`config.mk`:
```
export PLATFORM = sky130hd
export DESIGN_NAME = alu
export DESIGN_NICKNAME = d
export VERILOG_FILES = /design/src/hw/mips_pkg.sv /design/src/hw/alu.sv
export SDC_FILE = /design/constraint.sdc
export NUM_CORES = 1
export LEC_CHECK = 0
export ABC_AREA = 1
export BUFFER_PORTS_ARGS = -buffer_cell sky130_fd_sc_hd__buf_2
export CORE_MARGIN = 3
export CORE_UTILIZATION = 54
export DETAILED_ROUTE_END_ITERATION = 6
export PLACE_DENSITY = 0.7
export SYNTH_ARGS = -nofsm -noshare
export SYNTH_HDL_FRONTEND = slang
export SYNTH_SLANG_ARGS = --single-unit
```
`constraint.sdc`:
```
create_clock -name vclk -period 3.6
set_input_delay 0.72 -clock vclk [all_inputs]
set_output_delay 0.72 -clock vclk [all_outputs]
set_load 0.005 [all_outputs]
```
`src/hw/mips_pkg.sv`:
```
package mips_pkg;

    typedef enum logic [5:0] {
        OP_SPECIAL = 6'h00, OP_REGIMM = 6'h01, OP_J     = 6'h02, OP_JAL   = 6'h03,
        OP_BEQ     = 6'h04, OP_BNE    = 6'h05, OP_BLEZ  = 6'h06, OP_BGTZ  = 6'h07,
        OP_ADDI    = 6'h08, OP_ADDIU  = 6'h09, OP_SLTI  = 6'h0a, OP_SLTIU = 6'h0b,
        OP_ANDI    = 6'h0c, OP_ORI    = 6'h0d, OP_XORI  = 6'h0e, OP_LUI   = 6'h0f,
        OP_LB      = 6'h20, OP_LH     = 6'h21, OP_LW    = 6'h23, OP_LBU   = 6'h24,
        OP_LHU     = 6'h25, OP_SW     = 6'h2b
    } opcode_e;

    typedef enum logic [5:0] {
        F_SLL  = 6'h00, F_SRL  = 6'h02, F_SRA  = 6'h03, F_SLLV  = 6'h04, F_SRLV = 6'h06,
        F_SRAV = 6'h07, F_JR   = 6'h08, F_JALR = 6'h09, F_BREAK = 6'h0d, F_ADD  = 6'h20,
        F_ADDU = 6'h21, F_SUB  = 6'h22, F_SUBU = 6'h23, F_AND   = 6'h24, F_OR   = 6'h25,
        F_XOR  = 6'h26, F_NOR  = 6'h27, F_SLT  = 6'h2a, F_SLTU  = 6'h2b
    } funct_e;

    typedef enum logic [3:0] {
        ALU_ADD, ALU_SUB, ALU_SLT, ALU_SLTU, ALU_SLL, ALU_SRL,
        ALU_SRA, ALU_LUI, ALU_OR, ALU_XOR, ALU_AND, ALU_NOR
    } alu_op_e;

    typedef enum logic [1:0] {PC_NEXT, PC_BRANCH, PC_JUMP, PC_REG} pc_sel_e;
    typedef enum logic [1:0] {A_RS, A_PC, A_SHAMT} alu_a_e;
    typedef enum logic [1:0] {B_RT, B_IMM, B_EIGHT} alu_b_e;
    typedef enum logic [1:0] {W_RD, W_RT, W_R31} wsel_e;
    typedef enum logic [1:0] {SZ_BYTE, SZ_HALF, SZ_WORD} mem_size_e;

    typedef struct packed {
        logic        valid;
        logic        we;
        logic [29:0] addr;  // Word address.
        logic [31:0] wdata;
        logic [3:0]  be;
    } mem_req_t;

    typedef struct packed {
        alu_op_e   alu_op;
        alu_a_e    alu_a;
        alu_b_e    alu_b;
        logic      imm_sext;
        logic      reg_write;
        wsel_e     waddr_sel;
        logic      is_load;
        logic      is_store;
        mem_size_e mem_size;
        logic      load_signed;
        logic      halt;
    } ctrl_t;

    typedef struct packed {
        logic [31:0] pc;
        logic        wen;
        logic [4:0]  waddr;
        logic [31:0] wdata;
    } retire_t;

endpackage

```
`src/hw/alu.sv`:
```
`timescale 1ns/1ps
module alu (
    input  mips_pkg::alu_op_e op,
    input  logic [31:0]       a,
    input  logic [31:0]       b,
    output logic [31:0]       y
);
    always_comb begin
        case (op)
            mips_pkg::ALU_ADD:  y = a + b;
            mips_pkg::ALU_SUB:  y = a - b;
            mips_pkg::ALU_SLT:  y = {31'd0, $signed(a) < $signed(b)};
            mips_pkg::ALU_SLTU: y = {31'd0, a < b};
            mips_pkg::ALU_SLL:  y = b << a[4:0];  // Shift amount comes in on a.
            mips_pkg::ALU_SRL:  y = b >> a[4:0];
            mips_pkg::ALU_SRA:  y = $signed(b) >>> a[4:0];
            mips_pkg::ALU_LUI:  y = {b[15:0], 16'd0};
            mips_pkg::ALU_OR:   y = a | b;
            mips_pkg::ALU_XOR:  y = a ^ b;
            mips_pkg::ALU_AND:  y = a & b;
            mips_pkg::ALU_NOR:  y = ~(a | b);
            default:            y = a + b;
        endcase
    end
endmodule

```
Word level (Yosys, flattened, before mapping)
Index checks and enable logic that the tools add are counted.

cells by class
  muxes and demuxes = 1
  $lt $le $gt $ge = 2
  bitwise gates (word level) = 4
  equal/unequal tests = 11
  add/subtract/negate cells = 2
  shift-type cells = 3

operator list
  operator                                        number
  case mux 32 bit (11 select lines)               1
  < comparator 32 bit                             2
  adder 32 bit                                    1
  AND 32 bit                                      1
  NOT 32 bit                                      1
  bitwise OR 32 bit                               1
  << shifter 32 x 5 -> 32 bit                     1
  >> shifter 32 x 5 -> 32 bit                     1
  >>> shifter 32 x 5 -> 32 bit                    1
  subtractor 32 bit                               1
  bitwise XOR 32 bit                              1
  == test 4 x 3 -> 1 bit (second input constant)  4
  == test 4 bit (second input constant)           4
  == test 4 x 2 -> 1 bit (second input constant)  2
  == test 4 x 1 -> 1 bit (second input constant)  1

word-level totals
  bits in registers = 0
  output and inout port bits = 32

Logic depth before layout (Yosys ltp)
  word-level depth = 3
  depth in mapped cells = 19
  depth with buffers taken out = 17

Least setup slack after synthesis
OpenSTA, ideal clock, no wires.

  path type = input port to output port
  start point = in a[4]
  end point = out y[0]
  data required time = 2.880 ns
  stages on the path = 17
  buffers on the path = 3
  path slack = 0.125 ns
  arrival time = 2.755 ns
  cells stage by stage = inv_1 > clkbuf_1 > clkbuf_1 > ha_1 > buf_2 > nor2_1 > nand4_1 > nand2_1 > nand2_1 > nand2_1 > nand2_1 > nand2_1 > nor2_1 > nor2_1 > nand2_1 > nand2_1 > nand2_1

on the way
  longest elaborated chain between the ends = 2

RTL lines
  element                                            RTL line   source
  start: declaration                                 alu.sv:4   input logic [31:0] a,
  < comparator 32 bit, or another cell as far along  alu.sv:13  mips_pkg::ALU_SLTU: y = {31'd0, a < b};
  case mux 32 bit (11 select lines) (*)              alu.sv:9   case (op)
  end: declaration                                   alu.sv:6   output logic [31:0] y

Every way passes the cells marked *; elsewhere a longest branch is shown, timed or not.

Final worst setup path
  start point = in a[0]
  end point = out y[24]

on the way
  longest elaborated chain between the ends = 2

RTL lines
  element                                     RTL line
  adder 32 bit, or another cell as far along  alu.sv:10, alu.sv:22
  case mux 32 bit (11 select lines) (*)       alu.sv:9

Marked as above.

==> flow_summary.toml <==
[outcome]
status = "finished clean"

[routing]
routedWlPerCell_um = 20.7
dr.first_iter.drc_count = 2548
via_per_inst = 6.26
drt-total-wl_mm = 51.8
remaining_drc_errors = 0
dr_total_vias = 15700
first_pass_iters = 7
ant_nets = 0

[power_and_ir_drop]
p_sw_frac = 0.635
ir_drop_mv = 0.0980
power_frac_seq = 0
p_clk_frac = 0
power_density_nw_per_um2 = 165
p_switching_mw = 1.31
intPower_mw = 0.750
p_leak_nw = 6.99
total_power_mw = 2.06
p_comb_frac = 1.000

[synth]
synth_cell_types = 51
yosys_warnings = 0
syn_inst = 2034
synth_top_area_cell = "nand2_1"
synth_fp_nets = 2203
synth_top_family_by_area = "simple AND/OR/NAND/NOR gates"
synthAdderAreaFrac = 0.128
synth_top_area_frac = 0.251
synth-simple-area-share = 0.546
synth_xor_area_frac = 0.00350
synth_compound_area_frac = 0.178
ys_seq_area_frac = 0
synth_area_leaders = "nand2_1 25%, nand3_1 19%, ha_1 12%, inv_1 9.3%, a21oi_1 5.7%"
synthMuxAreaShare = 0
syn_area_sq_um = 10000
syn_area_per_cell_sq_um = 4.92

[floorplan]
start_util = 0.553
fp.dieH_um = 142
num_rows = 49
die_w_um = 142
die-area_sq_um = 20200
core_sq_um = 18100
num_io_pins = 100

[critical_path]
setup.worst_path.class = "in2out"
endpoint_kind = "output pin"
startpoint_type = "input port"
cp.arrival_ns = 2.85
crit_path_top_delay_cell = "fa_2"
crit_fanout = 4
cp_cell_sequence = "buf_4 > ha_4 > inv_1 > fa_2 > inv_1 > nand2_2 > o21ai_4 > buf_6 > a21oi_1 > inv_1 > nand4_1 > nand3_1 > nand2_1 > nand3_1 > nand2_1 > buf_2"
cpPeakStageDelay_ns = 0.36
crit_buf_inv = 6
crit_family = "simple AND/OR/NAND/NOR gates"
required_ns = 2.88
cp_common_cell = "inv_1"

[timing]
finalSetupViolCount = 0
rsz0062_at_grt = "true"
hold_viol = 0
worst_slew_pin_slew_ns = 0.658
min_period_ns = 3.57
drv_slew = 0
slew_headroom = 0.561
fin_crit_sh = 0.993
fmax_ghz = 0.280

[final_layout]
fin_area_sq_um = 12400
drive_gt1_frac = 0.185
nets = 2441
regArea_sq_um = 0
synthToLayoutAreaGrowth_pct = 24.3
nClkBuffers = 0
n_fill_cell = 1856
post-route-util = 0.688
design.seq.count = 0

[worst_hold_path]
hold_path_class = "in2out"
hold_depth = 8
holdCritStartpoint = "op[1]"
hold_path_end = "y[0]"

[global_routing]
grt_first_pass_wirelength_mm = 76.4
antenna_found_initial = 1
grt_pass1_vias = 13700
grt_overflow_total = 0
grt_max_degree = 69
gr-usage-all-layers = 0.480

[run]
maxCapViolations = 0

[place]
dp_hpwl_mm = 42.5
globalplace.congestion = 1.18
place_area_sq_um = 12100
io_buffers = 100

[clock_network]
cts_hold_buf = 0
## metrics by stage
stage	instances	hold WS [ns]	setup WS [ns]	setup TNS [ns]
final	2502	2.09	0.0253	0
after detailed placement	2494	2.08	-0.112	-0.335
after global placement	2494	2.07	-0.101	-0.193
after global routing	2499	2.13	-0.0660	-0.144
after CTS	2494	2.08	-0.0102	-0.0102
after floorplan	2034	1.75	0.125	0
## timing repair
action | CTS | global route
setup buffers | 0 | 5
setup endpoints to repair | 12 | 31
resized for setup | 6 | 78
pin swaps | 0 | 8
## synth_stat cells, types with 6 or more instances
library cell and n:
o211ai_1 22, o21ai_1 6, o21bai_1 7, buf_2 53
nand3_1 370, nor3_1 22, clkbuf_1 25, nand2_1 668
inv_2 9, o21ai_0 108, ha_1 99, buf_4 6
a21oi_1 114, and2_1 6, o221ai_1 7, o21a_1 8
a22oi_1 6, inv_1 248, nor2_1 140, nand4_1 28
o22ai_1 12
## worst max-delay path by stage
stage               from     to  slack, ns  cells past startpoint
global placement    a[0]  y[12]      -0.10                     17
global route        a[0]  y[24]      -0.07                     16
finish              a[0]  y[24]       0.03                     16
CTS                 a[0]  y[12]      -0.01                     16
floorplan           a[4]   y[0]       0.13                     17
detailed placement  a[0]  y[12]      -0.11                     17
## logic make-up (layout without fill, tap and decap cells)
family	after synthesis	after routing
AND/OR/NAND/NOR	1265	1265
XOR/XNOR	4	4
other	0	3
AO/OA/AOI/OAI	311	311
adder cells (fa/ha/maj)	101	101
buffers and inverters	353	589
## power by group through the flow
stage | Clock (mW) | Combinational [mW] | Sequential (mW)
after floorplan | 0 | 1.07 | 0
after detailed placement | 0 | 1.89 | 0
after global placement | 0 | 1.86 | 0
after CTS | 0 | 1.90 | 0
after global routing | 0 | 2.19 | 0
final | 0.0000000463 | 2.06 | 0
## placed cells by master, fill, tap and decap left out, types with 3 or more instances in the layout
cell type | netlist | layout
ha_1 | 99 | 88
inv_1 | 248 | 245
and2_1 | 6 | 6
o221ai_1 | 7 | 7
o21ai_0 | 108 | 100
xor2_1 | 4 | 4
o21ai_1 | 6 | 13
nor2_4 | 5 | 5
diode_2 | 0 | 3
a21o_1 | 3 | 3
a21oi_2 | 0 | 4
ha_2 | 0 | 6
nand3_1 | 370 | 362
nand3_2 | 2 | 8
buf_6 | 4 | 3
nand2_4 | 1 | 3
o211ai_1 | 22 | 22
a21oi_1 | 114 | 110
o21bai_1 | 7 | 7
o22ai_1 | 12 | 12
o21a_1 | 8 | 8
nand3b_1 | 5 | 5
nor2_2 | 3 | 19
ha_4 | 0 | 5
nor4_1 | 5 | 5
a22oi_1 | 6 | 6
buf_12 | 0 | 8
nand2_1 | 668 | 653
inv_2 | 9 | 13
buf_4 | 6 | 218
a221oi_1 | 3 | 3
buf_2 | 53 | 99
nand4_1 | 28 | 28
nor2_1 | 140 | 124
nand2_2 | 4 | 17
nor3_1 | 22 | 22
## metal layers
layer  share of wire  up-vias  GRT usage  wire length (um)
met1            0.37     6875      0.648             19400
met2            0.40     1340      0.705             20700
li1                -     7182          -                 -
met5         0.00014        -          0                 7
met4           0.079        2      0.271              4080
met3            0.15      263     0.0988              7600
## worst min-delay path, cell delays in order
cell	delay, ns
buf_2	0.16
nand3_1	0.10
nor2_1	0.04
nor2_1	0.09
nand2_1	0.05
nand2_1	0.05
nand2_1	0.05
buf_2	0.12
## final cells by class
| cell class | count | area [sq um] | share of cell area |
|---|---|---|---|
| inverter | 260 | 981 | 0.0789 |
| multi-input combinational | 1681 | 8810 | 0.708 |
| timing repair buffer | 329 | 2350 | 0.189 |
| tap | 229 | 287 | 0.0230 |
| antenna | 3 | 7.51 | 0.000604 |
Power figures use the tool's default switching activity.
