<file path="config.mk">
export PLATFORM = sky130hd
export DESIGN_NAME = control
export DESIGN_NICKNAME = d
export VERILOG_FILES = /design/src/hw/mips_pkg.sv /design/src/hw/branch_ctrl.sv /design/src/hw/control.sv
export SDC_FILE = /design/constraint.sdc
export NUM_CORES = 1
export LEC_CHECK = 0
export BUFFER_PORTS_ARGS = -buffer_cell sky130_fd_sc_hd__buf_2
export CORE_MARGIN = 10
export CORE_UTILIZATION = 36
export DETAILED_ROUTE_END_ITERATION = 8
export MAX_ROUTING_LAYER = met4
export PLACE_DENSITY = 0.9
export SLEW_MARGIN = 15
export SYNTH_ARGS = -nofsm -noshare
export SYNTH_HDL_FRONTEND = slang
export SYNTH_SLANG_ARGS = --single-unit
</file>
<file path="constraint.sdc">
create_clock -name vclk -period 4.55
set_clock_uncertainty 0.1 [all_clocks]
set_input_delay 0.2275 -clock vclk [all_inputs]
set_output_delay 0.2275 -clock vclk [all_outputs]
set_load 0.03 [all_outputs]
</file>
<file path="src/hw/mips_pkg.sv">
package mips_pkg;

    typedef enum logic [5:0] {
        OP_SPECIAL = 6'h00, OP_REGIMM = 6'h01, OP_J     = 6'h02, OP_JAL   = 6'h03,
        OP_BEQ     = 6'h04, OP_BNE    = 6'h05, OP_BLEZ  = 6'h06, OP_BGTZ  = 6'h07,
        OP_ADDI    = 6'h08, OP_ADDIU  = 6'h09, OP_SLTI  = 6'h0a, OP_SLTIU = 6'h0b,
        OP_ANDI    = 6'h0c, OP_ORI    = 6'h0d, OP_XORI  = 6'h0e, OP_LUI   = 6'h0f,
        OP_LB      = 6'h20, OP_LH     = 6'h21, OP_LW    = 6'h23, OP_LBU   = 6'h24,
        OP_LHU     = 6'h25, OP_SW     = 6'h2b
    } opcode_e;

    typedef enum logic [5:0] {
        F_SLL  = 6'h00, F_SRL  = 6'h02, F_SRA  = 6'h03, F_SLLV  = 6'h04, F_SRLV = 6'h06,
        F_SRAV = 6'h07, F_JR   = 6'h08, F_JALR = 6'h09, F_BREAK = 6'h0d, F_ADD  = 6'h20,
        F_ADDU = 6'h21, F_SUB  = 6'h22, F_SUBU = 6'h23, F_AND   = 6'h24, F_OR   = 6'h25,
        F_XOR  = 6'h26, F_NOR  = 6'h27, F_SLT  = 6'h2a, F_SLTU  = 6'h2b
    } funct_e;

    typedef enum logic [3:0] {
        ALU_ADD, ALU_SUB, ALU_SLT, ALU_SLTU, ALU_SLL, ALU_SRL,
        ALU_SRA, ALU_LUI, ALU_OR, ALU_XOR, ALU_AND, ALU_NOR
    } alu_op_e;

    typedef enum logic [1:0] {PC_NEXT, PC_BRANCH, PC_JUMP, PC_REG} pc_sel_e;
    typedef enum logic [1:0] {A_RS, A_PC, A_SHAMT} alu_a_e;
    typedef enum logic [1:0] {B_RT, B_IMM, B_EIGHT} alu_b_e;
    typedef enum logic [1:0] {W_RD, W_RT, W_R31} wsel_e;
    typedef enum logic [1:0] {SZ_BYTE, SZ_HALF, SZ_WORD} mem_size_e;

    typedef struct packed {
        logic        valid;
        logic        we;
        logic [29:0] addr;  // Word address.
        logic [31:0] wdata;
        logic [3:0]  be;
    } mem_req_t;

    typedef struct packed {
        alu_op_e   alu_op;
        alu_a_e    alu_a;
        alu_b_e    alu_b;
        logic      imm_sext;
        logic      reg_write;
        wsel_e     waddr_sel;
        logic      is_load;
        logic      is_store;
        mem_size_e mem_size;
        logic      load_signed;
        logic      halt;
    } ctrl_t;

    typedef struct packed {
        logic [31:0] pc;
        logic        wen;
        logic [4:0]  waddr;
        logic [31:0] wdata;
    } retire_t;

endpackage

</file>
<file path="src/hw/branch_ctrl.sv">
`timescale 1ns/1ps
module branch_ctrl (
    input  logic              en,
    input  mips_pkg::opcode_e opcode,
    input  logic [4:0]        rt,
    input  logic [31:0]       rs_data,
    input  logic [31:0]       rt_data,
    output logic              take,
    output logic              link
);
    wire eq   = rs_data == rt_data;
    wire neg  = rs_data[31];
    wire zero = rs_data == 32'd0;

    always_comb begin
        take = 1'b0;
        if (en) begin
            case (opcode)
                mips_pkg::OP_BEQ:    take = eq;
                mips_pkg::OP_BNE:    take = ~eq;
                mips_pkg::OP_BLEZ:   take = neg | zero;
                mips_pkg::OP_BGTZ:   take = ~neg & ~zero;
                mips_pkg::OP_REGIMM: take = rt[0] ? ~neg : neg;  // Bit 0 picks bgez over bltz.
                default:             take = 1'b0;
            endcase
        end
    end

    assign link = en & (opcode == mips_pkg::OP_REGIMM) & rt[4];  // The al forms link always.
endmodule

</file>
<file path="src/hw/control.sv">
`timescale 1ns/1ps
module control (
    input  logic              valid,
    input  logic [31:0]       instr,
    input  logic [31:0]       rs_data,
    input  logic [31:0]       rt_data,
    output mips_pkg::ctrl_t   ctrl,
    output mips_pkg::pc_sel_e pc_sel
);
    mips_pkg::opcode_e opcode;
    mips_pkg::funct_e  funct;
    logic              take;
    logic              branch_link;

    assign opcode = mips_pkg::opcode_e'(instr[31:26]);
    assign funct  = mips_pkg::funct_e'(instr[5:0]);

    wire is_r    = opcode == mips_pkg::OP_SPECIAL;
    wire is_j    = opcode == mips_pkg::OP_J;
    wire is_jal  = opcode == mips_pkg::OP_JAL;
    wire is_sw   = opcode == mips_pkg::OP_SW;
    wire is_lb   = opcode == mips_pkg::OP_LB;
    wire is_lbu  = opcode == mips_pkg::OP_LBU;
    wire is_lh   = opcode == mips_pkg::OP_LH;
    wire is_lhu  = opcode == mips_pkg::OP_LHU;
    wire is_lw   = opcode == mips_pkg::OP_LW;
    wire is_addi = (opcode == mips_pkg::OP_ADDI) | (opcode == mips_pkg::OP_ADDIU);
    wire is_slti = opcode == mips_pkg::OP_SLTI;
    wire is_sltiu = opcode == mips_pkg::OP_SLTIU;
    wire is_andi = opcode == mips_pkg::OP_ANDI;
    wire is_ori  = opcode == mips_pkg::OP_ORI;
    wire is_xori = opcode == mips_pkg::OP_XORI;
    wire is_lui  = opcode == mips_pkg::OP_LUI;

    wire f_jr    = is_r & (funct == mips_pkg::F_JR);
    wire f_jalr  = is_r & (funct == mips_pkg::F_JALR);
    wire f_break = is_r & (funct == mips_pkg::F_BREAK);
    wire f_const = is_r & ((funct == mips_pkg::F_SLL) | (funct == mips_pkg::F_SRL) |
                           (funct == mips_pkg::F_SRA));

    wire is_load  = is_lb | is_lbu | is_lh | is_lhu | is_lw;
    wire imm_alu  = is_addi | is_slti | is_sltiu | is_andi | is_ori | is_xori | is_lui;
    wire link_31  = is_jal | branch_link;
    wire link     = link_31 | f_jalr;

    branch_ctrl u_branch_ctrl (
        .en      (valid),
        .opcode  (opcode),
        .rt      (instr[20:16]),
        .rs_data (rs_data),
        .rt_data (rt_data),
        .take    (take),
        .link    (branch_link)
    );

    always_comb begin
        ctrl.imm_sext    = ~(is_andi | is_ori | is_xori);
        ctrl.reg_write   = (is_r & ~f_jr & ~f_break) | imm_alu | is_load | link;
        ctrl.is_load     = is_load;
        ctrl.is_store    = is_sw;
        ctrl.load_signed = is_lb | is_lh;
        ctrl.halt        = f_break;

        ctrl.mem_size = mips_pkg::SZ_WORD;
        if (is_lb | is_lbu) ctrl.mem_size = mips_pkg::SZ_BYTE;
        else if (is_lh | is_lhu) ctrl.mem_size = mips_pkg::SZ_HALF;

        ctrl.waddr_sel = mips_pkg::W_RT;
        if (link_31) ctrl.waddr_sel = mips_pkg::W_R31;
        else if (is_r) ctrl.waddr_sel = mips_pkg::W_RD;

        ctrl.alu_a = mips_pkg::A_RS;
        if (link) ctrl.alu_a = mips_pkg::A_PC;  // Links compute pc + 8.
        else if (f_const) ctrl.alu_a = mips_pkg::A_SHAMT;

        ctrl.alu_b = mips_pkg::B_IMM;
        if (link) ctrl.alu_b = mips_pkg::B_EIGHT;
        else if (is_r) ctrl.alu_b = mips_pkg::B_RT;

        if (link) ctrl.alu_op = mips_pkg::ALU_ADD;
        else if (is_r & ((funct == mips_pkg::F_SUB) | (funct == mips_pkg::F_SUBU)))
            ctrl.alu_op = mips_pkg::ALU_SUB;
        else if (is_slti | (is_r & (funct == mips_pkg::F_SLT))) ctrl.alu_op = mips_pkg::ALU_SLT;
        else if (is_sltiu | (is_r & (funct == mips_pkg::F_SLTU)))
            ctrl.alu_op = mips_pkg::ALU_SLTU;
        else if (is_r & ((funct == mips_pkg::F_SLL) | (funct == mips_pkg::F_SLLV)))
            ctrl.alu_op = mips_pkg::ALU_SLL;
        else if (is_r & ((funct == mips_pkg::F_SRL) | (funct == mips_pkg::F_SRLV)))
            ctrl.alu_op = mips_pkg::ALU_SRL;
        else if (is_r & ((funct == mips_pkg::F_SRA) | (funct == mips_pkg::F_SRAV)))
            ctrl.alu_op = mips_pkg::ALU_SRA;
        else if (is_lui) ctrl.alu_op = mips_pkg::ALU_LUI;
        else if (is_ori | (is_r & (funct == mips_pkg::F_OR))) ctrl.alu_op = mips_pkg::ALU_OR;
        else if (is_xori | (is_r & (funct == mips_pkg::F_XOR))) ctrl.alu_op = mips_pkg::ALU_XOR;
        else if (is_andi | (is_r & (funct == mips_pkg::F_AND))) ctrl.alu_op = mips_pkg::ALU_AND;
        else if (is_r & (funct == mips_pkg::F_NOR)) ctrl.alu_op = mips_pkg::ALU_NOR;
        else ctrl.alu_op = mips_pkg::ALU_ADD;  // add, addu, addi, loads and sw.
    end

    always_comb begin
        pc_sel = mips_pkg::PC_NEXT;
        if (take) pc_sel = mips_pkg::PC_BRANCH;
        else if (valid & (is_j | is_jal)) pc_sel = mips_pkg::PC_JUMP;
        else if (valid & (f_jr | f_jalr)) pc_sel = mips_pkg::PC_REG;
    end
endmodule

</file>
; After elaboration in Yosys (flattened, before gate mapping)
; Cells that the tools add are included.
[totals]
romBits = 0
output_inout_bits = 20
latchBits = 0
elab_cells = 127
mem_count = 0
regBits = 0
in_bits = 97
mem_bits_rw = 0
[classes]
n_shift = 0
muxes = 25
n_lt_le_gt_ge = 0
n_addsub = 0
div_mod_pow = 0
multipliers = 0
n_reduce_logical = 3
bitwise = 61
n_eq_ne = 38
[ops]
columns = cell, count
row1 = $eq A6 B6 Y1 const B, 14
row2 = $eq A6 B4 Y1 const B, 11
row3 = $mux W4, 12
row4 = $eq A6 B3 Y1 const B, 7
row5 = $or A1 B1 Y1, 34
row6 = $eq A32 B32 Y1, 1
row7 = $logic_not A32 Y1, 1
row8 = $eq A6 B2 Y1 const B, 4
row9 = $and A1 B1 Y1, 21
row10 = $mux W2, 9
row11 = $logic_not A6 Y1, 2
row12 = $eq A6 B1 Y1 const B, 1
row13 = $not A1 Y1, 6
row14 = $pmux W1 S5, 1
row15 = $mux W1, 3

; Longest topological paths before layout
[logic_depth]
depth_word = 14
ltp_mapped = 7
ltp_nobuf = 6

; By module
; Synthesis repeated with hierarchy kept, for this count alone.
[unflattened]
hier_cells = 138
hier_area_um2 = 969.7
[by_module_without_submodules]
columns = module, cells_per_inst, seq_area_each_um2, n_inst, area_each_um2
row1 = branch_ctrl, 65, 0.0, 1, 513.0
row2 = control, 73, 0.0, 1, 456.7

; Worst setup path before layout
; Ideal clock, no wire load.
[synth_path]
path_type = in2out
from = input port instr[28]
to = output port ctrl[13] (netlist name)
required_ns = 4.223
slack_ns = 2.338
path_buffers = 1
t_arrival_ns = 1.884
cell_stages = 6
cell_sequence = buf_6 -> or4_4 -> or3_4 -> nor3_2 -> nand2_1 -> nor2_1
[synth_rtl]
columns = item, line_no
row1 = start: declaration, control.sv:4  ; input logic [31:0] instr,
row2 = end: declaration, control.sv:7  ; output mips_pkg::ctrl_t ctrl,

==> results.json <==
{
  "post_cts_hold_buffer_count": 0,
  "cts_repair_resize_count": 0,
  "num_io_pins": 117,
  "yosys_warnings": 0,
  "power.static_leakage_nw": 0.6387,
  "final-seq-area_um2": 0,
  "n_antenna_cell": 0,
  "power.internal_w": 0.00005428,
  "switching_power_w": 0.00005572,
  "post_synth_inst_count": 135,
  "startpoint_of_the_most_critical_setup_path": "instr[28]",
  "preCtsSetupSlack_ns": 2.162,
  "nFillCells": 264,
  "critPathArrivalTime_ns": 2.05,
  "layout.core_utilization_pct": 55.56,
  "crit_path_max_fanout": 9,
  "drt.antenna.violating_nets": 0,
  "cp.required_ns": 4.22,
  "synthesis.area_um2": 900.9,
  "finalHoldViolations": 0,
  "grt_setup_unrepaired": "no",
  "relSlewSlack_pct": 68.80,
  "worst_hold_start": "instr[2]",
  "die_height_um": 70.03,
  "max_slew_vio_count": 0,
  "multiInputGateArea_um2": 803.3,
  "critical_path_class": "in -> out",
  "drtIter0Drc": 46,
  "timing.critical_path.to_type": "output pin",
  "share_of_power_burned_in_registers_pct": 0,
  "antenna_found_initial": 0,
  "post_route_cells_drive_above_1_share_pct": 47.09,
  "setup_total_negative_slack_ns": 0,
  "routed_via_density": 5.217,
  "initial_core_util_pct": 37.04,
  "power_switching_share_pct": 50.65,
  "place_hpwl_um": 3650,
  "place.port_buffers": 99,
  "netlist-cell-type-count": 34,
  "pin_count_of_the_biggest_net_entering_global_routing": 14,
  "timing_worst_slew_pin_value_ns": 0.4644,
  "clock_power_share_pct": 0,
  "first_global_vias": 1379,
  "fin_crit_sh_pct": 52.28,
  "post_route_worst_setup_slack_ns": 2.171,
  "nets": 322,
  "place_congestion": 0.9000,
  "period_minus_slack_ns": 2.379,
  "count_of_endpoints_failing_setup_in_the_final_report": 0,
  "grt_first_pass_wirelength_um": 6410,
  "postCtsSetupRepairBufs": 0,
  "average_detailed_routed_wire_length_per_instance_um": 15.57,
  "first_pass_iters": 4,
  "comb_power_share_pct": 100.0,
  "floorplan.core_area_um2": 2432,
  "post_synthesis_area_per_instance_um2": 6.673,
  "maxCapViolations": 0,
  "die-area_um2": 4904,
  "seq_cells": 0,
  "track_usage_pct": 15.24,
  "syn_nets": 232,
  "largest_voltage_drop_on_the_vdd_net_v": 0.00005536,
  "area.growth.synth_to_final_pct": 50.00,
  "cellPowerDensity_nw_per_um2": 81.41,
  "max_freq_mhz": 420.4,
  "sum_of_overflow_across_all_layers_after_global_routing": 0,
  "post-route-drc-count": 0,
  "worst_setup_start_kind": "primary input",
  "worst_hold_path_type": "in -> out",
  "width_of_the_die_um": 70.03,
  "wirelength_um": 3938,
  "run_status": "complete, no violations",
  "yosysSeqAreaShare_pct": 0,
  "via_count": 1320,
  "clock_buffer_count": 0,
  "rows": 18
}
-- Yosys cell counts --
| master | count | area share (%) |
|---|---|---|
| xnor2_1 | 32 | 31 |
| nor2_1 | 13 | 5.4 |
| nand3_1 | 10 | 5.6 |
| nand4_1 | 10 | 6.9 |
| nor4_1 | 10 | 6.9 |
| buf_4 | 9 | 7.5 |
| nand2_1 | 7 | 2.9 |
| nor3_1 | 6 | 3.3 |
| a21oi_1 | 4 | 2.2 |
| inv_1 | 4 | 1.7 |
| o21ai_0 | 3 | 1.7 |
| xor2_1 | 3 | 2.9 |
| and3_1 | 2 | 1.4 |
| nand2b_1 | 2 | 1.4 |
| a211o_2 | 1 | 1.1 |
| a211oi_1 | 1 | 0.83 |
| a31o_2 | 1 | 0.97 |
| a31oi_1 | 1 | 0.69 |
| and4_1 | 1 | 0.97 |
| buf_6 | 1 | 1.2 |
| clkbuf_1 | 1 | 0.42 |
| mux2i_1 | 1 | 1.1 |
| nand4b_1 | 1 | 0.97 |
| nor2b_1 | 1 | 0.69 |
| nor3_2 | 1 | 1.1 |
| nor3b_1 | 1 | 0.83 |
| nor4_2 | 1 | 1.4 |
| o211ai_1 | 1 | 0.83 |
| o21bai_1 | 1 | 0.83 |
| o311ai_1 | 1 | 0.97 |
| or3_1 | 1 | 0.69 |
| or3_4 | 1 | 1.2 |
| or4_1 | 1 | 0.83 |
| or4_4 | 1 | 1.2 |
-- worst max-delay path, stage by stage --
cell      delay (ns)
buf_2           0.15
or4_4           0.56
or3_4           0.37
nor4_2          0.29
a31oi_1         0.09
o311ai_1        0.11
buf_2           0.25
-- per-layer routing --
layer	vias up	part of all wire, %	track usage, %
met5	-	0	-
met2	50	56	30.01
met3	2	5.5	1.695
met4	0	0.58	0.6579
li1	666	-	-
met1	602	38	16.48
-- cells in the final DEF, fill, tap and decap left out, types with 2 or more instances in the layout --
cell type | netlist | routed
buf_2 | 0 | 99
nor2_1 | 13 | 13
a21oi_1 | 4 | 4
nand2_1 | 7 | 7
xor2_1 | 3 | 3
nand2b_1 | 2 | 2
inv_1 | 4 | 4
nor3_1 | 6 | 6
nor4_1 | 10 | 10
nand3_1 | 10 | 10
xnor2_1 | 32 | 32
and3_1 | 2 | 2
nand4_1 | 10 | 10
o21ai_0 | 3 | 3
-- cells by family after synthesis --
logic type	share of synthesized area, %
compound gates	10.14
xor+xnor	34.03
buf+inv	10.83
mux	1.111
simple gates	43.89
-- layout make-up --
| cell class | instances | share of cell area, % |
|---|---|---|
| inverters | 4 | 1.111 |
| repair buffers | 99 | 36.67 |
| multi-input cells | 120 | 59.44 |
| well taps | 30 | 2.778 |
-- power by group through the flow --
stage / clock network [W] / registers (W) / logic (W)
after floorplan: 0 / 0 / 0.0000573
final: 0 / 0 / 0.000110
after global placement: 0 / 0 / 0.000107
after detailed placement: 0 / 0 / 0.000110
after global routing: 0 / 0 / 0.000121
after CTS: 0 / 0 / 0.000110
-- metrics by stage --
| step | total power (W) | cells | area, um2 | hold slack [ns] |
|---|---|---|---|---|
| after floorplan | 0.00005727 | 135 | 900.9 | 0.5583 |
| after CTS | 0.0001104 | 253 | 1351 | 0.7477 |
| after global routing | 0.0001212 | 253 | 1351 | 0.7891 |
| after global placement | 0.0001067 | 253 | 1351 | 0.7440 |
| final | 0.0001100 | 253 | 1351 | 0.7491 |
| after detailed placement | 0.0001100 | 253 | 1351 | 0.7455 |
-- final timing paths --
kind,endpoint,slack (ns),cells after the start
max,ctrl[14],2.17,7
min,ctrl[13],0.75,3
(Power assumes the default switching activity.)
