==> config.mk <==
export PLATFORM = sky130hd
export DESIGN_NAME = load_store_unit
export DESIGN_NICKNAME = d
export VERILOG_FILES = /design/src/hw/mips_pkg.sv /design/src/hw/load_store_unit.sv
export SDC_FILE = /design/constraint.sdc
export NUM_CORES = 1
export LEC_CHECK = 0
export ABC_AREA = 1
export ABC_CLOCK_PERIOD_IN_PS = 1800
export BUFFER_PORTS_ARGS = -buffer_cell sky130_fd_sc_hd__buf_2
export CAP_MARGIN = 20
export CORE_AREA = 2 2 86 88
export DETAILED_ROUTE_END_ITERATION = 16
export DIE_AREA = 0 0 88 90
export PLACE_DENSITY = 0.58
export RECOVER_POWER = 100
export SLEW_MARGIN = 25
export SYNTH_ARGS = -nofsm -noshare
export SYNTH_HDL_FRONTEND = slang
export SYNTH_SLANG_ARGS = --single-unit
==> constraint.sdc <==
create_clock -name clk -period 1.8 [get_ports clk]
set_input_delay 0.18 -clock clk [delete_from_list [all_inputs] [get_ports clk]]
set_output_delay 0.18 -clock clk [all_outputs]
set_load 0.02 [all_outputs]
==> src/hw/mips_pkg.sv <==
package mips_pkg;

    typedef enum logic [5:0] {
        OP_SPECIAL = 6'h00, OP_REGIMM = 6'h01, OP_J     = 6'h02, OP_JAL   = 6'h03,
        OP_BEQ     = 6'h04, OP_BNE    = 6'h05, OP_BLEZ  = 6'h06, OP_BGTZ  = 6'h07,
        OP_ADDI    = 6'h08, OP_ADDIU  = 6'h09, OP_SLTI  = 6'h0a, OP_SLTIU = 6'h0b,
        OP_ANDI    = 6'h0c, OP_ORI    = 6'h0d, OP_XORI  = 6'h0e, OP_LUI   = 6'h0f,
        OP_LB      = 6'h20, OP_LH     = 6'h21, OP_LW    = 6'h23, OP_LBU   = 6'h24,
        OP_LHU     = 6'h25, OP_SW     = 6'h2b
    } opcode_e;

    typedef enum logic [5:0] {
        F_SLL  = 6'h00, F_SRL  = 6'h02, F_SRA  = 6'h03, F_SLLV  = 6'h04, F_SRLV = 6'h06,
        F_SRAV = 6'h07, F_JR   = 6'h08, F_JALR = 6'h09, F_BREAK = 6'h0d, F_ADD  = 6'h20,
        F_ADDU = 6'h21, F_SUB  = 6'h22, F_SUBU = 6'h23, F_AND   = 6'h24, F_OR   = 6'h25,
        F_XOR  = 6'h26, F_NOR  = 6'h27, F_SLT  = 6'h2a, F_SLTU  = 6'h2b
    } funct_e;

    typedef enum logic [3:0] {
        ALU_ADD, ALU_SUB, ALU_SLT, ALU_SLTU, ALU_SLL, ALU_SRL,
        ALU_SRA, ALU_LUI, ALU_OR, ALU_XOR, ALU_AND, ALU_NOR
    } alu_op_e;

    typedef enum logic [1:0] {PC_NEXT, PC_BRANCH, PC_JUMP, PC_REG} pc_sel_e;
    typedef enum logic [1:0] {A_RS, A_PC, A_SHAMT} alu_a_e;
    typedef enum logic [1:0] {B_RT, B_IMM, B_EIGHT} alu_b_e;
    typedef enum logic [1:0] {W_RD, W_RT, W_R31} wsel_e;
    typedef enum logic [1:0] {SZ_BYTE, SZ_HALF, SZ_WORD} mem_size_e;

    typedef struct packed {
        logic        valid;
        logic        we;
        logic [29:0] addr;  // Word address.
        logic [31:0] wdata;
        logic [3:0]  be;
    } mem_req_t;

    typedef struct packed {
        alu_op_e   alu_op;
        alu_a_e    alu_a;
        alu_b_e    alu_b;
        logic      imm_sext;
        logic      reg_write;
        wsel_e     waddr_sel;
        logic      is_load;
        logic      is_store;
        mem_size_e mem_size;
        logic      load_signed;
        logic      halt;
    } ctrl_t;

    typedef struct packed {
        logic [31:0] pc;
        logic        wen;
        logic [4:0]  waddr;
        logic [31:0] wdata;
    } retire_t;

endpackage

==> src/hw/load_store_unit.sv <==
`timescale 1ns/1ps
module load_store_unit (
    input  logic               clk,
    input  logic               rst_n,
    input  logic               start,
    input  mips_pkg::ctrl_t    ctrl,
    input  logic [31:0]        addr,
    input  logic [31:0]        store_data,
    input  logic               mem_gnt,
    input  logic               mem_rvalid,
    input  logic [31:0]        mem_rdata,
    output mips_pkg::mem_req_t mem_req,
    output logic               done,
    output logic [31:0]        load_data
);
    logic [1:0]  offset;
    logic        pending;
    logic [31:0] shifted;

    assign mem_req = '{valid: start, we: ctrl.is_store, addr: addr[31:2],
                       wdata: store_data, be: {4{ctrl.is_store}}};

    always_ff @(posedge clk) begin
        if (!rst_n) begin
            pending <= 1'b0;
        end else if (start & mem_gnt & ~ctrl.is_store) begin
            pending <= 1'b1;  // A read is now in flight.
        end else if (mem_rvalid) begin
            pending <= 1'b0;
        end
    end

    always_ff @(posedge clk) begin
        if (start & mem_gnt) offset <= addr[1:0];
    end

    assign done = (start & mem_gnt & ctrl.is_store) | (pending & mem_rvalid);

    assign shifted = mem_rdata >> {offset, 3'b000};  // Little-endian lanes.

    always_comb begin
        case (ctrl.mem_size)
            mips_pkg::SZ_BYTE: load_data = {{24{ctrl.load_signed & shifted[7]}}, shifted[7:0]};
            mips_pkg::SZ_HALF: load_data = {{16{ctrl.load_signed & shifted[15]}}, shifted[15:0]};
            default:           load_data = mem_rdata;
        endcase
    end
endmodule

**Word level (Yosys, flattened, before mapping)**

Cells that the tools add are included.
Widths: inputs -> output; s select.

- Register bits after elaboration: 3
- Bits in latches: 0
- Memory bits (writable): 0
- ROM bits: 0
- Input port bits: 119
- Logic and storage cells: 17
- Memories kept: 0

- Add/sub/neg operators: 0
- $mul: 0
- Div/mod/pow operators: 0
- Magnitude comparators: 0
- Equality and inequality tests: 1
- Shifts and indexed selects: 1
- Mux-type cells: 3
- Bitwise gates (word level): 8
- Reductions and logical operators: 2

Operators with widths:

| cell | count |
|---|---|
| $pmux 32 s2 | 1 |
| $shr 32x5->16 | 1 |
| $and 1x1->1 | 6 |
| $eq 2x1->1 const B | 1 |
| $logic_not 2->1 | 1 |
| $mux 1 | 2 |
| $reduce_bool 2->1 | 1 |
| $not 1->1 | 1 |
| $or 1x1->1 | 1 |

**Longest topological paths before layout**

Gate-level depths: netlist of the first run.

- Depth in word-level cells: 3
- Mapped depth: 8
- Gate-level depth less buffers: 6

**Worst setup path after synthesis of the first run**

No wires, ideal clock.

- Path type: register to output
- Start: register offset[0]
- End: output load_data[21]
- Arrival: 1.218 ns
- Required time: 1.620 ns
- Path slack: 0.402 ns
- Cell stages (with the launch flop): 8
- Cells stage by stage: edfxtp_1 -> buf_6 -> nor2_8 -> nand2_2 -> nand2_2 -> nand3_4 -> buf_6 -> nand3_1

- Cells in the longest elaborated chain, start to end: 3
- Elaborated cells on any way between the ends: 4
- Those cells by class: shift: 1; mux: 1; bitwise: 2

RTL lines:

| element | RTL line | text |
|---|---|---|
| from (decl) | load_store_unit.sv:16 | `logic [1:0] offset;` |
| from (signal assigned) | load_store_unit.sv:34 | `if (start & mem_gnt) offset <= addr[1:0];` |
| $shr 32x5->16 (*) | load_store_unit.sv:39 | `assign shifted = mem_rdata >> {offset, 3'b000};` |
| $and 1x1->1 (on tied branches) | load_store_unit.sv:44, load_store_unit.sv:43 |  |
| $pmux 32 s2 (*) | load_store_unit.sv:42 | `case (ctrl.mem_size)` |
| to (decl) | load_store_unit.sv:14 | `output logic [31:0] load_data` |

Every way passes the cells marked *; elsewhere a longest branch is shown, timed or not.

**Worst setup path in the final report of the first run**

- Start: register offset[0]
- End: output load_data[29]

Same word-level chain as after synthesis.

==> results of run 1 <==
-- cell usage after synthesis --
cell type  instances
a21boi_0           1
buf_2              3
buf_4             69
buf_6              5
clkbuf_1           2
clkbuf_2           1
clkinv_1           1
dfxtp_1            1
edfxtp_1           2
inv_1              8
inv_4              1
inv_6              1
nand2_1           71
nand2_2            3
nand3_1           34
nand3_4            2
nor2_1            15
nor2_4             1
nor2_8             1
o21ai_0           29
o21ai_1            2
-- sequential cells by signal, indices dropped and copies added, names as in the netlist --
signal	count
offset	2
pending	1
-- through the flow --
stage,TNS [ps],util,total power (W)
floorplan,0,-,0.000575
global placement,0,0.211,0.000541
detailed placement,0,0.211,0.000542
CTS,0,0.232,0.000771
global route,-906,0.268,0.000920
finish,0,0.268,0.000854
-- metal layers --
layer | routed length [um] | track usage
met5 | 0 | 0
met2 | 2640 | 0.204
met4 | 157 | 0.0436
met3 | 516 | 0.0239
met1 | 2030 | 0.147
-- cell type report --
type,count,area (um2)
fill,801,5140
multi-input combinational,163,912
sequential,3,80.1
tap,99,124
inverter,11,48.8
timing repair buffer,98,672
clock buffer,4,45.0
-- critical path: stages (launching register included) --
cell and delay [ps]:
edfxtp_1 360, buf_6 150, buf_12 150, nor2_8 110, nand2_2 80, nand2_4 90
nand3_4 160, nand3_2 140, buf_6 120
-- cells by family after synthesis --
logic type	share of synthesized area
AND/OR/NAND/NOR	0.393
buffers and inverters	0.442
AO/OA/AOI/OAI	0.111
flip-flops	0.0544
-- timing repair --
item | in CTS | in global routing
resized for setup | 4 | 68
setup endpoints to repair | 28 | 31
hold buffers | 0 | 0
cloned | 3 | 1
pin swaps | 0 | 16
buffers inserted | 5 | 3
-- worst max path at each step --
stage	slack [ps]	start	endpoint	cells past startpoint
2_1_floorplan	400	offset[0]	load_data[21]	7
3_3_place_gp	110	offset[0]	load_data[25]	7
3_5_place_dp	90	offset[0]	load_data[31]	7
4_1_cts	4	offset[0]	load_data[9]	9
5_1_grt	-70	offset[1]	load_data[29]	9
6_report	40	offset[0]	load_data[29]	8
-- power groups by stage --
stage / Sequential [W] / Combinational, W / Clock (W)
2_1_floorplan: 0.0000807 / 0.000494 / 0
3_3_place_gp: 0.0000876 / 0.000453 / 0
3_5_place_dp: 0.0000877 / 0.000454 / 0
4_1_cts: 0.0000818 / 0.000495 / 0.000194
5_1_grt: 0.0000816 / 0.000634 / 0.000204
6_report: 0.0000809 / 0.000583 / 0.000190
==> flow_summary.ini, run 1 <==
[synth]
yosysUniqueCellTypes = 21
syn_nets = 372
syn_avg_cell_area_um2 = 5.82
syn_inst = 253
synth.top_cell.area_share = 0.352
syn-cell-area_um2 = 1470
ys_warn_count = 0
ys_ff_latch = 3
yosysSeqAreaShare = 0.0544
synth_top_cell_by_area = buf_4
synthTopCellsByArea = buf_4, nand2_1, nand3_1, o21ai_0, edfxtp_1

[hold_path]
hold_path_class = input pin to flop
hold_end = offset[1]
holdCritStartpoint = addr[1]
worstHoldPathCells = 1

[cells_and_area]
area_delta_synth_final_pct = 27.9
final_cell_mix = nand2_1, buf_2, o21ai_0
final_common_cell = nand2_1
drive_above_1_share = 0.448
antenna_cells = 0
finalInstanceArea_um2 = 1880
final_cells = 378
nNetsFinal = 399

[global_routing]
grt_pass1_wl_um = 7600
grtUsageTotal = 0.120
antenna_found_initial = 0
grt_start_max_net_pins = 22
grt_pass1_vias = 1460
overflow = 0

[clocking]
clock_path_buffers = 2
htree_num_levels = 1
clk-insertion-delay-late_ps = 210
cts_tree = yes
clk_pin_slew_worst_paths_ps = 30
clock-sinks = 3
cts-root-buf = clkbuf_8
numCtsBuffers = 3

[placement]
io_buffers = 81
dpl.hpwl_um = 3950
dpl.cell_count = 362
dp_slack_ps = 94.5
routabilityCongestion = 0.827
placed_area_um2 = 1480

[sta]
timing.hold.ws_ps = 145
slew_violations = 0
final-hold-violation-count = 0
report.final.setup_viol = 0
fin_worst_skew_ps = 0
worst_pin_slew_ps = 813
min_period_ps = 1760
period_share = 0.979
rsz0062_at_grt = true
finalWorstSetupSlack_ps = 37.0
fmax_mhz = 567
max_slew_margin = 0.456

[die]
chipWidth_um = 88
dieArea_um2 = 7920
initial_core_util = 0.210
num_rows = 31
core_um2 = 7020
fp.dieH_um = 90
ios = 220

[setup_path]
start_kind = flop
worstPathMaxFanout = 21
rr_endpoint = pending
arrival_ps = 1580
reg2reg_slack_ps = 1220
ff2ff_path_depth = 2
cp-end-kind = output port
timing.critical_path.required_ps = 1620
crit_type = flop to output port
r2r-start = pending

[route]
drt-total-wl_um = 5350
avgViaCountPerCell = 4.41
drt_iter0_markers = 65
drtPass1Iterations = 4
ant_nets = 0
vias = 1666
wl_per_cell_um = 14.1
drc_errors = 0

[power_and_ir_drop]
p_seq_frac = 0.095
p_comb_frac = 0.683
clkPwrFrac = 0.223
vdd_drop_max_mv = 0.409
switching_share = 0.447
power_density_nw_per_um2 = 454
power_leakage_nw = 1.01
internal-power_w = 0.000472
switching_power_w = 0.000382

[flow_run]
drv_cap = 0

[outcome]
outcome = finished, final reports clean
No activity file was read; power rests on OpenSTA's default activity.
==> run 2: changes to the inputs <==
--- a/config.mk
+++ b/config.mk
@@ -11,6 +11,6 @@
 export CAP_MARGIN = 20
-export CORE_AREA = 2 2 86 88
+export CORE_AREA = 3 3 84 86
 export DETAILED_ROUTE_END_ITERATION = 16
-export DIE_AREA = 0 0 88 90
-export PLACE_DENSITY = 0.58
+export DIE_AREA = 0 0 87 89
+export PLACE_DENSITY = 0.62
 export RECOVER_POWER = 100
==> constraint.sdc (replaced) <==
create_clock -name clk -period 1.8 [get_ports clk]
set_input_delay 0.09 -clock clk [delete_from_list [all_inputs] [get_ports clk]]
set_output_delay 0.09 -clock clk [all_outputs]
set_load 0.02 [all_outputs]
==> run 2 against run 1 <==
  * Power is 12% lower
  * Sequential power hardly changed
  * First-iteration DRC count is 88% higher
  * Cell count is 9.0% lower
  * Critical path depth stayed put
  * Fmax is 2.5% higher
  * Combinational power is 18% lower
  * Worst setup slack better by 43 ps
  * Sequential share of layout area is 0.96 points higher
  * Flip-flop and latch count stayed put
  * Final area is 18% lower
  * Register-to-register slack hardly changed
  * Largest cell class unchanged
==> flow_summary.ini, run 2 (synthesized netlist as in run 1, its figures left out) <==
[die]
core_um2 = 6350
initial_core_util = 0.232
fp.dieH_um = 89
num_rows = 29
chipWidth_um = 87
ios = 220
dieArea_um2 = 7740

[route]
ant_nets = 0
drt_iter0_markers = 122
wl_per_cell_um = 14.5
drtPass1Iterations = 4
drc_errors = 0
vias = 1579
drt-total-wl_um = 4980
avgViaCountPerCell = 4.59

[clocking]
cts_tree = yes
clock-sinks = 3
clock_path_buffers = 2
htree_num_levels = 1
cts-root-buf = clkbuf_8
numCtsBuffers = 3
cts_hold_buf = 0
clk-insertion-delay-late_ps = 210
clk_pin_slew_worst_paths_ps = 30

[cells_and_area]
regArea_um2 = 80.1
nNetsFinal = 387
n_fill_cell = 737
largest_reg_flops = 2
largest_register = offset
fin_util = 0.242
final_common_cell = nand2_1
multi_input_area_um2 = 781
drive_above_1_share = 0.356
reg.largest.list = offset x2, pending x1
area_delta_synth_final_pct = 4.34
final_cell_mix = nand2_1, buf_2, nand3_1
antenna_cells = 0

[sta]
min_period_ps = 1720
slew_violations = 0
worst_pin_slew_ps = 386
rsz0062_at_grt = true
setup_tns_ps = 0
fin_worst_skew_ps = 0
report.final.setup_viol = 0
final-hold-violation-count = 0
max_slew_margin = 0.742
fmax_mhz = 581
period_share = 0.956

[global_routing]
antenna_found_initial = 0
overflow = 0
grt_pass1_vias = 1434
grt_start_max_net_pins = 25
grtUsageTotal = 0.117
grt_pass1_wl_um = 7190

[setup_path]
cp-end-kind = output port
cp_top_family = simple AND/OR/NAND/NOR gates
arrival_ps = 1630
crit_slowest_cell = edfxtp_1
crit_type = flop to output port
timing.critical_path.required_ps = 1710
path_buf_inv = 3
path_cells = buf_4 -> buf_12 -> nor2_8 -> nand2_2 -> nand2_4 -> nand3_4 -> nand3_1 -> buf_2
cpPeakStageDelay_ps = 340
worstPathMaxFanout = 22
start_kind = flop

[placement]
io_buffers = 81
dpl.hpwl_um = 4040
routabilityCongestion = 0.804

[power_and_ir_drop]
power_density_nw_per_um2 = 490
vdd_drop_max_mv = 0.585
power_leakage_nw = 0.844

[flow_run]
drv_cap = 0

[outcome]
outcome = finished, final reports clean

[hold_path]
hold_path_class = input pin to flop
run 2: what timing repair did:
| item | CTS | global route |
|---|---|---|
| gates cloned | 0 | 2 |
| setup endpoints to repair | 24 | 24 |
| setup buffers | 1 | 1 |
| resized for setup | 0 | 16 |
| endpoints found under the hold margin | 0 | 0 |
| pin swaps | 0 | 1 |
run 2: per-layer routing:
metal,routed length (um),track usage
met5,0,0
met4,134,0.0538
met3,640,0.0313
met2,2380,0.203
met1,1820,0.134
run 2: where the power goes:
| group | switching, W | internal, W | total (W) | leakage [nW] |
|---|---|---|---|---|
| registers | 0.00000239 | 0.0000785 | 0.0000809 | 0.0269 |
| logic | 0.000306 | 0.000173 | 0.000479 | 0.794 |
| clock network | 0.0000407 | 0.000151 | 0.000191 | 0.0228 |
| total | 0.000349 | 0.000402 | 0.000752 | 0.844 |
run 2: worst reg2reg max path: cells and delay by family, from the launching register on:
kind	cells	cell delay, ps
AND/OR/NAND/NOR	1	50
flip-flops	1	320
AO/OA/AOI/OAI	1	140
run 2: metrics by stage:
step                std cells  total power [W]  hold slack (ps)  worst slack (ps)  instance area, um2
finish                    344         0.000752             54.9              79.8                1540
global route              344         0.000820             55.0             -24.2                1540
CTS                       341         0.000736             54.3              3.85                1470
detailed placement        336         0.000537              180               143                1420
global placement          336         0.000535              180               154                1420
floorplan                 253         0.000575              189               492                1470
run 2: worst paths after layout:
check	from	to	slack, ps	depth (start not counted)
max	offset[0]	load_data[30]	80	8
min reg2reg	pending	pending	470	2
min	addr[1]	offset[1]	50	1
max reg2reg	pending	pending	1220	2
run 2: cell type report:
cell class / count / share of cell area
clock buffers: 4 / 0.0293
flip-flops and latches: 3 / 0.0522
repair buffers: 88 / 0.315
well taps: 77 / 0.0628
multi-input cells: 161 / 0.509
inverters: 11 / 0.0318
==> run 3: changes to the inputs <==
- PLACE_DENSITY: 0.62 -> unset
==> run 3 against run 2 <==
  * Combinational power is essentially flat
  * Sequential power grew 2%
  * Critical path type unchanged
  * Non-clock buffer count shrank 1
  * Final area grew 0.98%
  * First-iteration DRC count grew 6.6%
  * Fmax grew 0.52%
  * Power grew 1.3%
  * Worst setup slack gained 9.0 ps
  * Clock skew is the same
  * Clock power grew 4%
==> flow_summary.ini, run 3 (synthesized netlist as in run 1, its figures left out) <==
[outcome]
outcome = finished, final reports clean

[power_and_ir_drop]
clkPwrFrac = 0.260
switching_share = 0.477
p_seq_frac = 0.109
power_density_nw_per_um2 = 491
power_leakage_nw = 0.846
vdd_drop_max_mv = 0.380
power_w = 0.000761
internal-power_w = 0.000398
switching_power_w = 0.000363
p_comb_frac = 0.631

[clocking]
clock_path_buffers = 2
cts-root-buf = clkbuf_8
htree_num_levels = 1
clock-sinks = 3
clk-insertion-delay-late_ps = 220
numCtsBuffers = 3
clk_pin_slew_worst_paths_ps = 30
cts_tree = yes

[placement]
routabilityCongestion = 0.788
dpl.hpwl_um = 3930
io_buffers = 81
placed_area_um2 = 1410

[cells_and_area]
final_cell_mix = nand2_1, buf_2, nand3_1
regArea_um2 = 80.1
finalInstanceArea_um2 = 1550
area_delta_synth_final_pct = 5.36
drive_above_1_share = 0.358
n_fill_cell = 743
reg.largest.list = offset x2, pending x1
largest_reg_flops = 2
multi_input_area_um2 = 801
largest_register = offset
nNetsFinal = 388

[route]
vias = 1605
avgViaCountPerCell = 4.64
wl_per_cell_um = 15.3
ant_nets = 0
drc_errors = 0
drt-total-wl_um = 5290
drtPass1Iterations = 4
drt_iter0_markers = 130

[sta]
max_slew_margin = 0.521
period_share = 0.951
final-hold-violation-count = 0
min_period_ps = 1710
fin_worst_skew_ps = 0
slew_violations = 0
worst_pin_slew_ps = 716
report.final.setup_viol = 0
fmax_mhz = 584

[global_routing]
grt_start_max_net_pins = 28
antenna_found_initial = 0
overflow = 0
grtUsageTotal = 0.119
grt_pass1_wl_um = 7180
grt_pass1_vias = 1371

[setup_path]
cp-end-kind = output port
crit_slowest_cell = edfxtp_1
arrival_ps = 1620
timing.critical_path.required_ps = 1710
cpPeakStageDelay_ps = 420
cp_top_family = simple AND/OR/NAND/NOR gates
path_cells = buf_12 -> nor2_8 -> nand2_2 -> nand2_2 -> nand3_2 -> nand3_1 -> buf_2
crit_type = flop to output port
path_buf_inv = 2
worstPathMaxFanout = 14
cp_common_cell = nand2_2
start_kind = flop

[die]
num_rows = 29
ios = 220
initial_core_util = 0.232
core_um2 = 6350
chipWidth_um = 87
fp.dieH_um = 89
dieArea_um2 = 7740

[flow_run]
drv_cap = 0

[hold_path]
hold_path_class = input pin to flop
-- run 3: metal layers --
| layer | vias up | track usage | part of all wire |
|---|---|---|---|
| li1 | 781 | - | - |
| met2 | 94 | 0.184 | 0.46 |
| met1 | 706 | 0.147 | 0.38 |
| met3 | 24 | 0.0332 | 0.12 |
| met5 | - | 0 | 0 |
| met4 | 0 | 0.0722 | 0.045 |
-- run 3: worst register-to-register path, cell delays in order, from the launching register on --
cell,delay [ps]
dfxtp_1,320
nand2_1,60
a21boi_0,150
-- run 3: power by group through the flow --
stage               clock network (W)  logic, W  registers [W]
floorplan                           0  0.000494      0.0000807
global placement                    0  0.000449      0.0000833
detailed placement                  0  0.000453      0.0000835
CTS                          0.000205  0.000459      0.0000826
global route                 0.000220  0.000531      0.0000831
finish                       0.000198  0.000480      0.0000828
-- run 3: worst paths after layout --
check	startpoint	to	slack (ps)	cells past startpoint
max reg2reg	pending	pending	1200	2
max	offset[0]	load_data[24]	90	7
min	addr[1]	offset[1]	50	1
min reg2reg	pending	pending	480	2
-- run 3: area by class of cell --
cell class | instances | area share
well taps | 77 | 0.0621
inverters | 11 | 0.0347
flip-flops and latches | 3 | 0.0517
multi-input cells | 163 | 0.517
clock buffers | 4 | 0.0291
diodes | 1 | 0.00161
repair buffers | 87 | 0.304
-- run 3: what timing repair did --
item                                    in CTS  in global routing
cloned                                       1                  4
endpoints found under the setup margin      13                 27
hold buffers                                 0                  0
setup buffers                                0                  1
resized for setup                            0                  5
pin swaps                                    0                  1
-- run 3: stage by stage --
step | hold WS [ps] | instances | TNS, ps | util | worst slack (ps)
6_report | 48.8 | 346 | 0 | 0.244 | 88.8
2_1_floorplan | 189 | 253 | 0 | - | 492
5_1_grt | 41.1 | 345 | -4.30 | 0.244 | -2.79
4_1_cts | 44.1 | 340 | 0 | 0.231 | 18.8
3_5_place_dp | 180 | 335 | 0 | 0.223 | 203
3_3_place_gp | 180 | 335 | 0 | 0.223 | 220
